<file path="src/design/llc_pkg.sv">
`default_nettype none

package llc_pkg;

    // slice geometry
    localparam int LLC_WAYS           = 4;
    localparam int LLC_WAY_BITS       = $clog2(LLC_WAYS);
    localparam int LLC_SET_BITS       = 6;
    localparam int LLC_BANK_BITS      = 1;
    localparam int LLC_BANKS          = 1 << LLC_BANK_BITS;
    localparam int LLC_BANK_ADDR_BITS = LLC_SET_BITS - LLC_BANK_BITS;
    localparam int LLC_BANK_DEPTH     = 1 << LLC_BANK_ADDR_BITS;

    // field widths
    localparam int LLC_LINE_BITS    = 64;
    localparam int LLC_TAG_BITS     = 12;
    localparam int LLC_SHARERS_BITS = 4;
    localparam int LLC_OWNER_BITS   = 2;
    localparam int LLC_STATE_BITS   = 3;

    typedef logic [LLC_SET_BITS-1:0]       llc_set_t;
    typedef logic [LLC_WAY_BITS-1:0]       llc_way_t;
    typedef logic [LLC_BANK_BITS-1:0]      llc_bank_t;
    typedef logic [LLC_BANK_ADDR_BITS-1:0] llc_bank_addr_t;

    typedef logic [LLC_LINE_BITS-1:0]    line_t;
    typedef logic [LLC_TAG_BITS-1:0]     llc_tag_t;
    typedef logic [LLC_SHARERS_BITS-1:0] sharers_t;
    typedef logic [LLC_OWNER_BITS-1:0]   owner_t;
    typedef logic                        hprot_t;
    typedef logic [LLC_STATE_BITS-1:0]   llc_state_t;

    // coherence part, the only part a flush rewrites
    typedef struct packed {
        llc_state_t state;
        sharers_t   sharers;
        logic       dirty;
    } llc_coh_t;

    // data part of one way
    typedef struct packed {
        llc_tag_t tag;
        owner_t   owner;
        hprot_t   hprot;
        line_t    line;
    } llc_data_t;

    // per-way write strobes for the two groups
    typedef struct packed {
        logic coh;
        logic data;
    } llc_wr_en_t;

endpackage

`default_nettype wire

</file>
<file path="src/design/llc_wr_ctrl.sv">
`timescale 1ns/1ns
`default_nettype none

module llc_wr_ctrl
    import llc_pkg::*;
(
    input  logic                         wr_en,
    input  llc_way_t                     way,
    input  logic [LLC_WAYS-1:0]          wr_rst_flush,
    output llc_wr_en_t [LLC_WAYS-1:0]    way_wr_en
);

    logic [LLC_WAYS-1:0] way_hit;

    // request decode, one way at most
    always_comb begin
        for (int i = 0; i < LLC_WAYS; i++) begin
            way_hit[i] = wr_en && (way == llc_way_t'(i));
        end
    end

    // flush reaches the coherence group of every flagged way
    always_comb begin
        for (int i = 0; i < LLC_WAYS; i++) begin
            way_wr_en[i].coh  = wr_rst_flush[i] || way_hit[i];
            way_wr_en[i].data = way_hit[i];
        end
    end

    always_comb begin
        if (wr_en === 1'b1) begin
            way_known_a: assert (!$isunknown(way));
        end
    end

endmodule

`default_nettype wire

</file>
<file path="config.mk">
export PLATFORM = sky130hd
export DESIGN_NAME = llc_wr_ctrl
export DESIGN_NICKNAME = d
export VERILOG_FILES = /design/src/design/llc_pkg.sv /design/src/design/llc_wr_ctrl.sv
export SDC_FILE = /design/constraint.sdc
export NUM_CORES = 1
export LEC_CHECK = 0
export BUFFER_PORTS_ARGS = -buffer_cell sky130_fd_sc_hd__buf_2
export CAP_MARGIN = 20
export CORE_AREA = 2 2 39 41
export DETAILED_ROUTE_END_ITERATION = 10
export DIE_AREA = 0 0 41 43
export PLACE_DENSITY = 0.3
export SLEW_MARGIN = 30
export SYNTH_ARGS = -nofsm -noshare
export SYNTH_HDL_FRONTEND = slang
export SYNTH_SLANG_ARGS = --single-unit
</file>
<file path="constraint.sdc">
create_clock -name vclk -period 1.7
set_input_delay 0.425 -clock vclk [all_inputs]
set_output_delay 0.425 -clock vclk [all_outputs]
set_load 0.02 [all_outputs]
</file>
==> flow_metrics.py <==
metrics = {
    "timing": {
        "max_freq_mhz": 656,
        "relSlewSlack_pct": 90.0,
        "period_share_pct": 89.6,
        "rsz0062_at_grt": "no",
        "slew_viol_final": 0,
        "fin_crit_ns": 1.52,
        "worst_pin_slew_ns": 0.149,
        "hold_viol": 0,
        "finalSetupViolCount": 0,
        "setup_tns_ns": 0,
    },
    "logic_synthesis": {
        "synth-xor-area-share_pct": 0,
        "synth_mux_area_share_pct": 0,
        "synth_cells": 9,
        "synth-seq-area-share_pct": 0,
        "synth_fa_ha_area_share_pct": 0,
        "synth_compound_area_share_pct": 13.0,
        "syn_avg_cell_area_um2": 6.40,
        "synthSimpleGateAreaFrac_pct": 87.0,
        "synth_area_leaders": "or2_1 33%, and3b_1 15%, and3_2 13%, nor3b_1 13%, o21bai_1 13%",
        "synth_area_um2": 57.6,
        "synth.top_cell.area_share_pct": 32.6,
        "yosysTopAreaCell": "or2_1",
        "synth_nets": 16,
        "ys.warnings.count": 0,
        "synth_cell_types": 7,
        "synth_top_family_by_area": "simple AND/OR/NAND/NOR gates",
    },
    "run_status": {
        "outcome": "completed",
    },
    "route": {
        "vias": 120,
        "avgRoutedWirePerCell_um": 6.70,
        "initialDrtViolationCount": 2,
        "viasPerCell": 3.00,
        "routed_wirelength_um": 268,
        "drc": 0,
        "drt_pass1_iterations": 2,
        "ant_nets": 0,
    },
    "worst_setup_path": {
        "cp_common_cell": "buf_2",
        "worstSetupEndpointType": "output pin",
        "critPathRequiredTime_ns": 1.27,
        "path_cells": "buf_2, and3_2, or2_1, buf_2",
        "start_kind": "input port",
        "crit_end": "way_wr_en[7]",
        "critPathKind": "in -> out",
        "critPathArrivalTime_ns": 1.10,
        "max_stage_delay_ns": 0.20,
        "critPathLaunch": "way[1]",
        "cp_max_fo": 5,
        "slowest_stage": "and3_2",
    },
    "hold_path": {
        "min_path_type": "in -> out",
        "holdCritStartpoint": "wr_rst_flush[3]",
    },
    "grt": {
        "grt_pass1_wl_um": 393,
        "antenna_found_initial": 0,
        "grt_max_degree": 6,
        "grt.overflow.total": 0,
        "grt_pass1_vias": 96,
        "grt_usage_pct": 2.90,
    },
    "finish": {
        "area_delta_synth_final_pct": 174,
        "seq_cell_count": 0,
        "antenna_cells": 0,
        "nets": 33,
        "drive_gt1_share_pct": 70.8,
        "fin_area_um2": 158,
        "regArea_um2": 0,
        "nClkBuffers": 0,
    },
    "placed_design": {
        "hpwl_um": 253,
        "io_buffer_count": 15,
        "place_congestion": 0.507,
        "placed_area_um2": 158,
    },
    "power": {
        "peakVddDrop_uv": 63.2,
        "power.density_nw_per_um2": 263,
        "leakage_nw": 0.0931,
    },
    "die": {
        "core_region_area_um2": 1380,
        "num_rows": 14,
        "io-pin-count": 15,
        "dieArea_um2": 1760,
        "chipWidth_um": 41,
        "initial_core_util_pct": 4.16,
        "die_y_um": 43,
    },
    "job": {
        "max_cap_viol_count": 0,
    },
    "clock_network": {
        "post-cts-setup-buffer-count": 0,
        "cts_resized": 0,
        "holdBufCountCts": 0,
    },
}
==> area by class of cell <==
cell class,instances,area [um^2]
fillers,165,1230
repair buffers,15,75.1
multi-input cells,9,62.6
well taps,16,20.0
==> how the worst min path moves through the flow <==
| stage | end | cells after the start |
|---|---|---|
| 2_1_floorplan | way_wr_en[0] | 1 |
| 3_3_place_gp | way_wr_en[7] | 3 |
| 3_5_place_dp | way_wr_en[7] | 3 |
| 4_1_cts | way_wr_en[7] | 3 |
| 5_1_grt | way_wr_en[1] | 3 |
| 6_report | way_wr_en[7] | 3 |
==> power breakdown <==
group / switching, W / internal [W]
logic: 0.0000236 / 0.0000178
clock network: 0 / 0
registers: 0 / 0
==> kinds of logic after synthesis <==
| kind of cell | Yosys count |
|---|---|
| compound gates | 1 |
| simple gates | 8 |
==> through the flow <==
step / setup slack (ns) / hold WS (ns) / utilization [%] / instances / total power (W)
2_1_floorplan: 0.227 / 0.903 / - / 9 / 0.0000221
6_report: 0.177 / 1.15 / 11.4 / 40 / 0.0000414
5_1_grt: 0.131 / 1.17 / 11.4 / 40 / 0.0000460
3_5_place_dp: 0.173 / 1.15 / 11.4 / 40 / 0.0000419
3_3_place_gp: 0.174 / 1.15 / 11.4 / 40 / 0.0000421
4_1_cts: 0.173 / 1.15 / 11.4 / 40 / 0.0000420
==> critical path: cells and delay by family <==
family	cells	cell delay, ns
buffers and inverters	2	0.28
AND/OR/NAND/NOR	2	0.39
==> Yosys cell counts <==
cell and count:
nor3b_1 1, nand2_1 1, or2_1 3, and3b_1 1, nor2_1 1, and3_2 1, o21bai_1 1
==> metal layers <==
metal | vias to the layer above | track usage (%) | share of wire, %
li1 | 61 | - | -
met1 | 44 | 5.38 | 52
met2 | 15 | 3.75 | 20
met3 | 0 | 0 | 27
met4 | 0 | 0 | 0
met5 | - | 0 | 0
==> placed cells by master (no fill, tap or decap) <==
cell,instances
or2_1,3
and3_2,1
nor2_1,1
nor3b_2,1
nand2_1,1
o21bai_1,1
buf_2,15
and3b_1,1
(Power assumes the default switching activity.)
