<file path="config.mk">
export PLATFORM = sky130hd
export DESIGN_NAME = llc_evict_store
export DESIGN_NICKNAME = d
export VERILOG_FILES = /design/src/design/llc_pkg.sv /design/src/design/llc_bank_ram.sv /design/src/design/llc_evict_store.sv
export SDC_FILE = /design/constraint.sdc
export NUM_CORES = 1
export LEC_CHECK = 0
export ABC_AREA = 1
export BUFFER_PORTS_ARGS = -buffer_cell sky130_fd_sc_hd__buf_2
export CORE_MARGIN = 4
export CORE_UTILIZATION = 50
export DETAILED_ROUTE_END_ITERATION = 7
export PLACE_DENSITY_LB_ADDON = 0.08
export SETUP_SLACK_MARGIN = 0.15
export SYNTH_ARGS = -nofsm -noshare
export SYNTH_HDL_FRONTEND = slang
export SYNTH_SLANG_ARGS = --single-unit
</file>
<file path="constraint.sdc">
create_clock -name clk -period 1.7 [get_ports clk]
set_input_delay 0 -clock clk [delete_from_list [all_inputs] [get_ports clk]]
set_output_delay 0 -clock clk [all_outputs]
set_load 0.03 [all_outputs]
</file>
<file path="src/design/llc_pkg.sv">
`default_nettype none

package llc_pkg;

    // slice geometry
    localparam int LLC_WAYS           = 4;
    localparam int LLC_WAY_BITS       = $clog2(LLC_WAYS);
    localparam int LLC_SET_BITS       = 6;
    localparam int LLC_BANK_BITS      = 1;
    localparam int LLC_BANKS          = 1 << LLC_BANK_BITS;
    localparam int LLC_BANK_ADDR_BITS = LLC_SET_BITS - LLC_BANK_BITS;
    localparam int LLC_BANK_DEPTH     = 1 << LLC_BANK_ADDR_BITS;

    // field widths
    localparam int LLC_LINE_BITS    = 64;
    localparam int LLC_TAG_BITS     = 12;
    localparam int LLC_SHARERS_BITS = 4;
    localparam int LLC_OWNER_BITS   = 2;
    localparam int LLC_STATE_BITS   = 3;

    typedef logic [LLC_SET_BITS-1:0]       llc_set_t;
    typedef logic [LLC_WAY_BITS-1:0]       llc_way_t;
    typedef logic [LLC_BANK_BITS-1:0]      llc_bank_t;
    typedef logic [LLC_BANK_ADDR_BITS-1:0] llc_bank_addr_t;

    typedef logic [LLC_LINE_BITS-1:0]    line_t;
    typedef logic [LLC_TAG_BITS-1:0]     llc_tag_t;
    typedef logic [LLC_SHARERS_BITS-1:0] sharers_t;
    typedef logic [LLC_OWNER_BITS-1:0]   owner_t;
    typedef logic                        hprot_t;
    typedef logic [LLC_STATE_BITS-1:0]   llc_state_t;

    // coherence part, the only part a flush rewrites
    typedef struct packed {
        llc_state_t state;
        sharers_t   sharers;
        logic       dirty;
    } llc_coh_t;

    // data part of one way
    typedef struct packed {
        llc_tag_t tag;
        owner_t   owner;
        hprot_t   hprot;
        line_t    line;
    } llc_data_t;

    // per-way write strobes for the two groups
    typedef struct packed {
        logic coh;
        logic data;
    } llc_wr_en_t;

endpackage

`default_nettype wire

</file>
<file path="src/design/llc_bank_ram.sv">
`timescale 1ns/1ns
`default_nettype none

module llc_bank_ram #(
    parameter int WIDTH = 8,
    parameter int DEPTH = 32
) (
    input  logic                     clk,
    input  logic                     rst,
    input  logic [$clog2(DEPTH)-1:0] addr,
    input  logic                     en,
    input  logic                     we,
    input  logic [WIDTH-1:0]         wdata,
    output logic [WIDTH-1:0]         rdata
);

    logic [WIDTH-1:0] mem [DEPTH];

    always_ff @(posedge clk) begin
        if (we) begin
            mem[addr] <= wdata;
        end
    end

    // read-first so a write on the same edge shows up on the next read
    always_ff @(posedge clk) begin
        if (rst) begin
            rdata <= '0;
        end else if (en) begin
            rdata <= mem[addr];
        end
    end

    addr_known_a: assert property (@(posedge clk) disable iff (rst)
        (en || we) |-> !$isunknown(addr));

endmodule

`default_nettype wire

</file>
<file path="src/design/llc_evict_store.sv">
`timescale 1ns/1ns
`default_nettype none

module llc_evict_store
    import llc_pkg::*;
(
    input  logic     clk,
    input  logic     rst,
    input  llc_set_t set_in,
    input  logic     rd_en,
    input  logic     wr_en_evict_way,
    input  llc_way_t wr_data_evict_way,
    output llc_way_t rd_evict_way
);

    llc_bank_t            bank;
    llc_bank_addr_t       bank_addr;
    llc_bank_t            rd_bank;
    logic [LLC_BANKS-1:0] evict_we;
    llc_way_t             evict_q [LLC_BANKS];

    assign bank      = set_in[LLC_SET_BITS-1 -: LLC_BANK_BITS];
    assign bank_addr = set_in[LLC_BANK_ADDR_BITS-1:0];

    // one pointer per set
    for (genvar b = 0; b < LLC_BANKS; b++) begin : g_bank
        assign evict_we[b] = wr_en_evict_way && (bank == llc_bank_t'(b));

        llc_bank_ram #(
            .WIDTH($bits(llc_way_t)),
            .DEPTH(LLC_BANK_DEPTH)
        ) evict_ram (
            .clk  (clk),
            .rst  (rst),
            .addr (bank_addr),
            .en   (rd_en),
            .we   (evict_we[b]),
            .wdata(wr_data_evict_way),
            .rdata(evict_q[b])
        );
    end

    always_ff @(posedge clk) begin
        if (rst) begin
            rd_bank <= '0;
        end else if (rd_en) begin
            rd_bank <= bank;
        end
    end

    assign rd_evict_way = evict_q[rd_bank];

endmodule

`default_nettype wire

</file>
==> metrics.txt <==
status finished clean; crit share post-route 75.2%; share of the yosys chip area belonging to registers 66.5%; Tot Pwr 7530 uW; number of placed cells counting well taps 755; R2R Setup Slk 420 ps; mapped cell area 0.00593 sq mm; PwrDens 1110 mW/mm^2; Worst Skew 5.59 ps; Worst Path Required 2020 ps; Final Setup Violations 0; grt met2 use 33.7%; GRT Util Overall 20.9%; Max transition margin 67.8%; clock buffer depth 2; final slew viol count 0; Crit Path Category flip-flop to flip-flop; ANT nets after route 0; die width 117 microns; clk_lat worst skew 420 ps; Pre-Repair DR Iteration Count 5; R2R depth 10; RSZ-0062 raised after global routing no; layout cells sized above 1 10.7%; net count after synthesis 618; fmax 0.783 GHz; hold endpoint g_bank[1].evict_ram.mem[27][0]; fin area 0.00681 sq mm; H-tree levels 4; post-DP HPWL 8.13 mm; CTS Hold Bufs 3; Distinct cells, synth 17; routed len/inst 16.6 microns; CP endpoint kind flip-flop; post-layout min period 1280 ps; clk root buf clkbuf_16; # Post-CTS Setup Buffers 0; Peak VDD IR 759 uV; crit path DAT 1590 ps; via/cell ratio 5.35; PortBufs 13; Sum Neg Setup Slack 0 ps; row count 39; vias in the first global route 4126; Synth warnings 0; commonest non-fill, non-tap cell in the layout nand2_1; Antenna diodes 0; Area Growth Syn to Fin 14.9%; Hold Vio Cnt, Final 0; Starting Density 51.5%; reg2reg end g_bank[1].evict_ram.rdata[0]; largest net degree at the start of global routing 65; Final Instance Count excl. Fillers 790; commonest cells after routing, fill and taps aside nand2_1, edfxtp_1, nor3_1; CTS tree built; # DRC 0; Chip Height 117 microns; io pins 14; hold_sp wr_data_evict_way[0]; GRT busiest layer met2; met3 usage 5.19%; TritonCTS Buffers 17; global-route wire length before repair 21.2 mm; # fillers 1019; gr ovfl total 0; Starting DRT DRC Count 333; Final Wtd Congestion 0.862; worst hold-check path type input pin to flip-flop; DP Area 0.00623 sq mm; Avg Synthesized Cell Area 9.78 sq um; PostCTS Resize Cnt 0; LEAKAGE 0.00270 uW; FF+latch count, synth 133; wirelength, routed 13.1 mm; number of max-cap violations 0; Mapped Cells 606; Layout Nets 646; crit path max fanout 1; Worst setup SP type flip-flop; clk sinks 133; initial antenna violation count 0; Via Count 4229; Worst R2R Start g_bank[1].evict_ram.mem[26][0]; Hold Crit Depth 2; met1 Resource Use GR 27.6%; Core ar. 0.0115 sq mm; Worst-path clk slew 60 ps; Tightest Pin Transition 480 ps; Die Area 0.0137 sq mm
cell usage after synthesis (all sizes together):
| library cell | number | area share, % |
|---|---|---|
| nand2 | 284 | 18 |
| edfxtp | 128 | 65 |
| nor3 | 72 | 6.1 |
| nand3 | 36 | 3.0 |
| inv | 25 | 1.6 |
| buf | 24 | 2.3 |
| nor2 | 13 | 0.82 |
| clkbuf | 9 | 0.57 |
| dfxtp | 5 | 1.7 |
| nand4 | 4 | 0.42 |
| o21ai | 3 | 0.25 |
| a21oi | 2 | 0.17 |
| a211oi | 1 | 0.13 |
per-stage QoR:
stage | hold slack [ps] | utilization, % | worst slack, ps
after floorplan | 78.5 | - | 378
after global placement | 244 | 54.1 | 199
after detailed placement | 245 | 54.1 | 169
after CTS | 85.5 | 59.1 | 407
after global routing | 95.7 | 59.1 | 344
final | 67.8 | 59.1 | 422
flip-flops by register name, summed over array words and instances (netlist names):
signal	cells
g_bank.evict_ram.rdata	4
g_bank.evict_ram.mem	128
rd_bank	1
critical path, cell delays in order (launching register included):
cell,delay (ps)
edfxtp_1,370
nand2_1,80
nand2_1,50
nand2_1,50
nand2_1,60
nand2_1,60
nand2_1,70
nor2_1,180
nand3_1,140
nand2_1,80
inv_1,30
worst max-delay path by stage:
stage                                               from                             end  slack [ps]  cells after the start
final                     g_bank[1].evict_ram.mem[26][0]    g_bank[1].evict_ram.rdata[0]         420                     10
after global routing      g_bank[0].evict_ram.mem[27][0]    g_bank[0].evict_ram.rdata[0]         340                      8
after CTS                 g_bank[0].evict_ram.mem[27][0]    g_bank[0].evict_ram.rdata[0]         410                      8
after detailed placement                       set_in[0]   g_bank[1].evict_ram.mem[4][1]         170                      5
after global placement                         set_in[2]   g_bank[1].evict_ram.mem[6][0]         200                      5
after floorplan                                set_in[1]  g_bank[0].evict_ram.mem[12][0]         380                      7
metal layers:
metal  vias up  share of wire (%)
li1       2094                  -
met1      2004                 45
met2       109                 48
met5         -                  0
met3        22                4.8
met4         0                2.1
cell families (layout without fill, tap and decap cells):
family | Yosys count | after routing | synth area share [%]
buffers and inverters | 58 | 99 | 4.48
DFF | 133 | 133 | 66.5
and+or+nand+nor | 409 | 409 | 28.4
AOI/OAI and AO/OA | 6 | 6 | 0.549
cell type report:
type | count | area, sq um | share of cell area, %
sequential | 133 | 3940 | 57.9
multi-input combinational | 415 | 1720 | 25.2
clock buffer | 19 | 433 | 6.36
timing repair buffer | 42 | 328 | 4.81
tap | 143 | 179 | 2.63
clock inverter | 13 | 115 | 1.69
inverter | 25 | 93.8 | 1.38
power breakdown:
group | switching, uW | internal (uW)
sequential | 9.71 | 3620
clock | 1270 | 2120
combinational | 364 | 146
total | 1650 | 5880
Note: power is estimated with default switching activity, not from simulation.
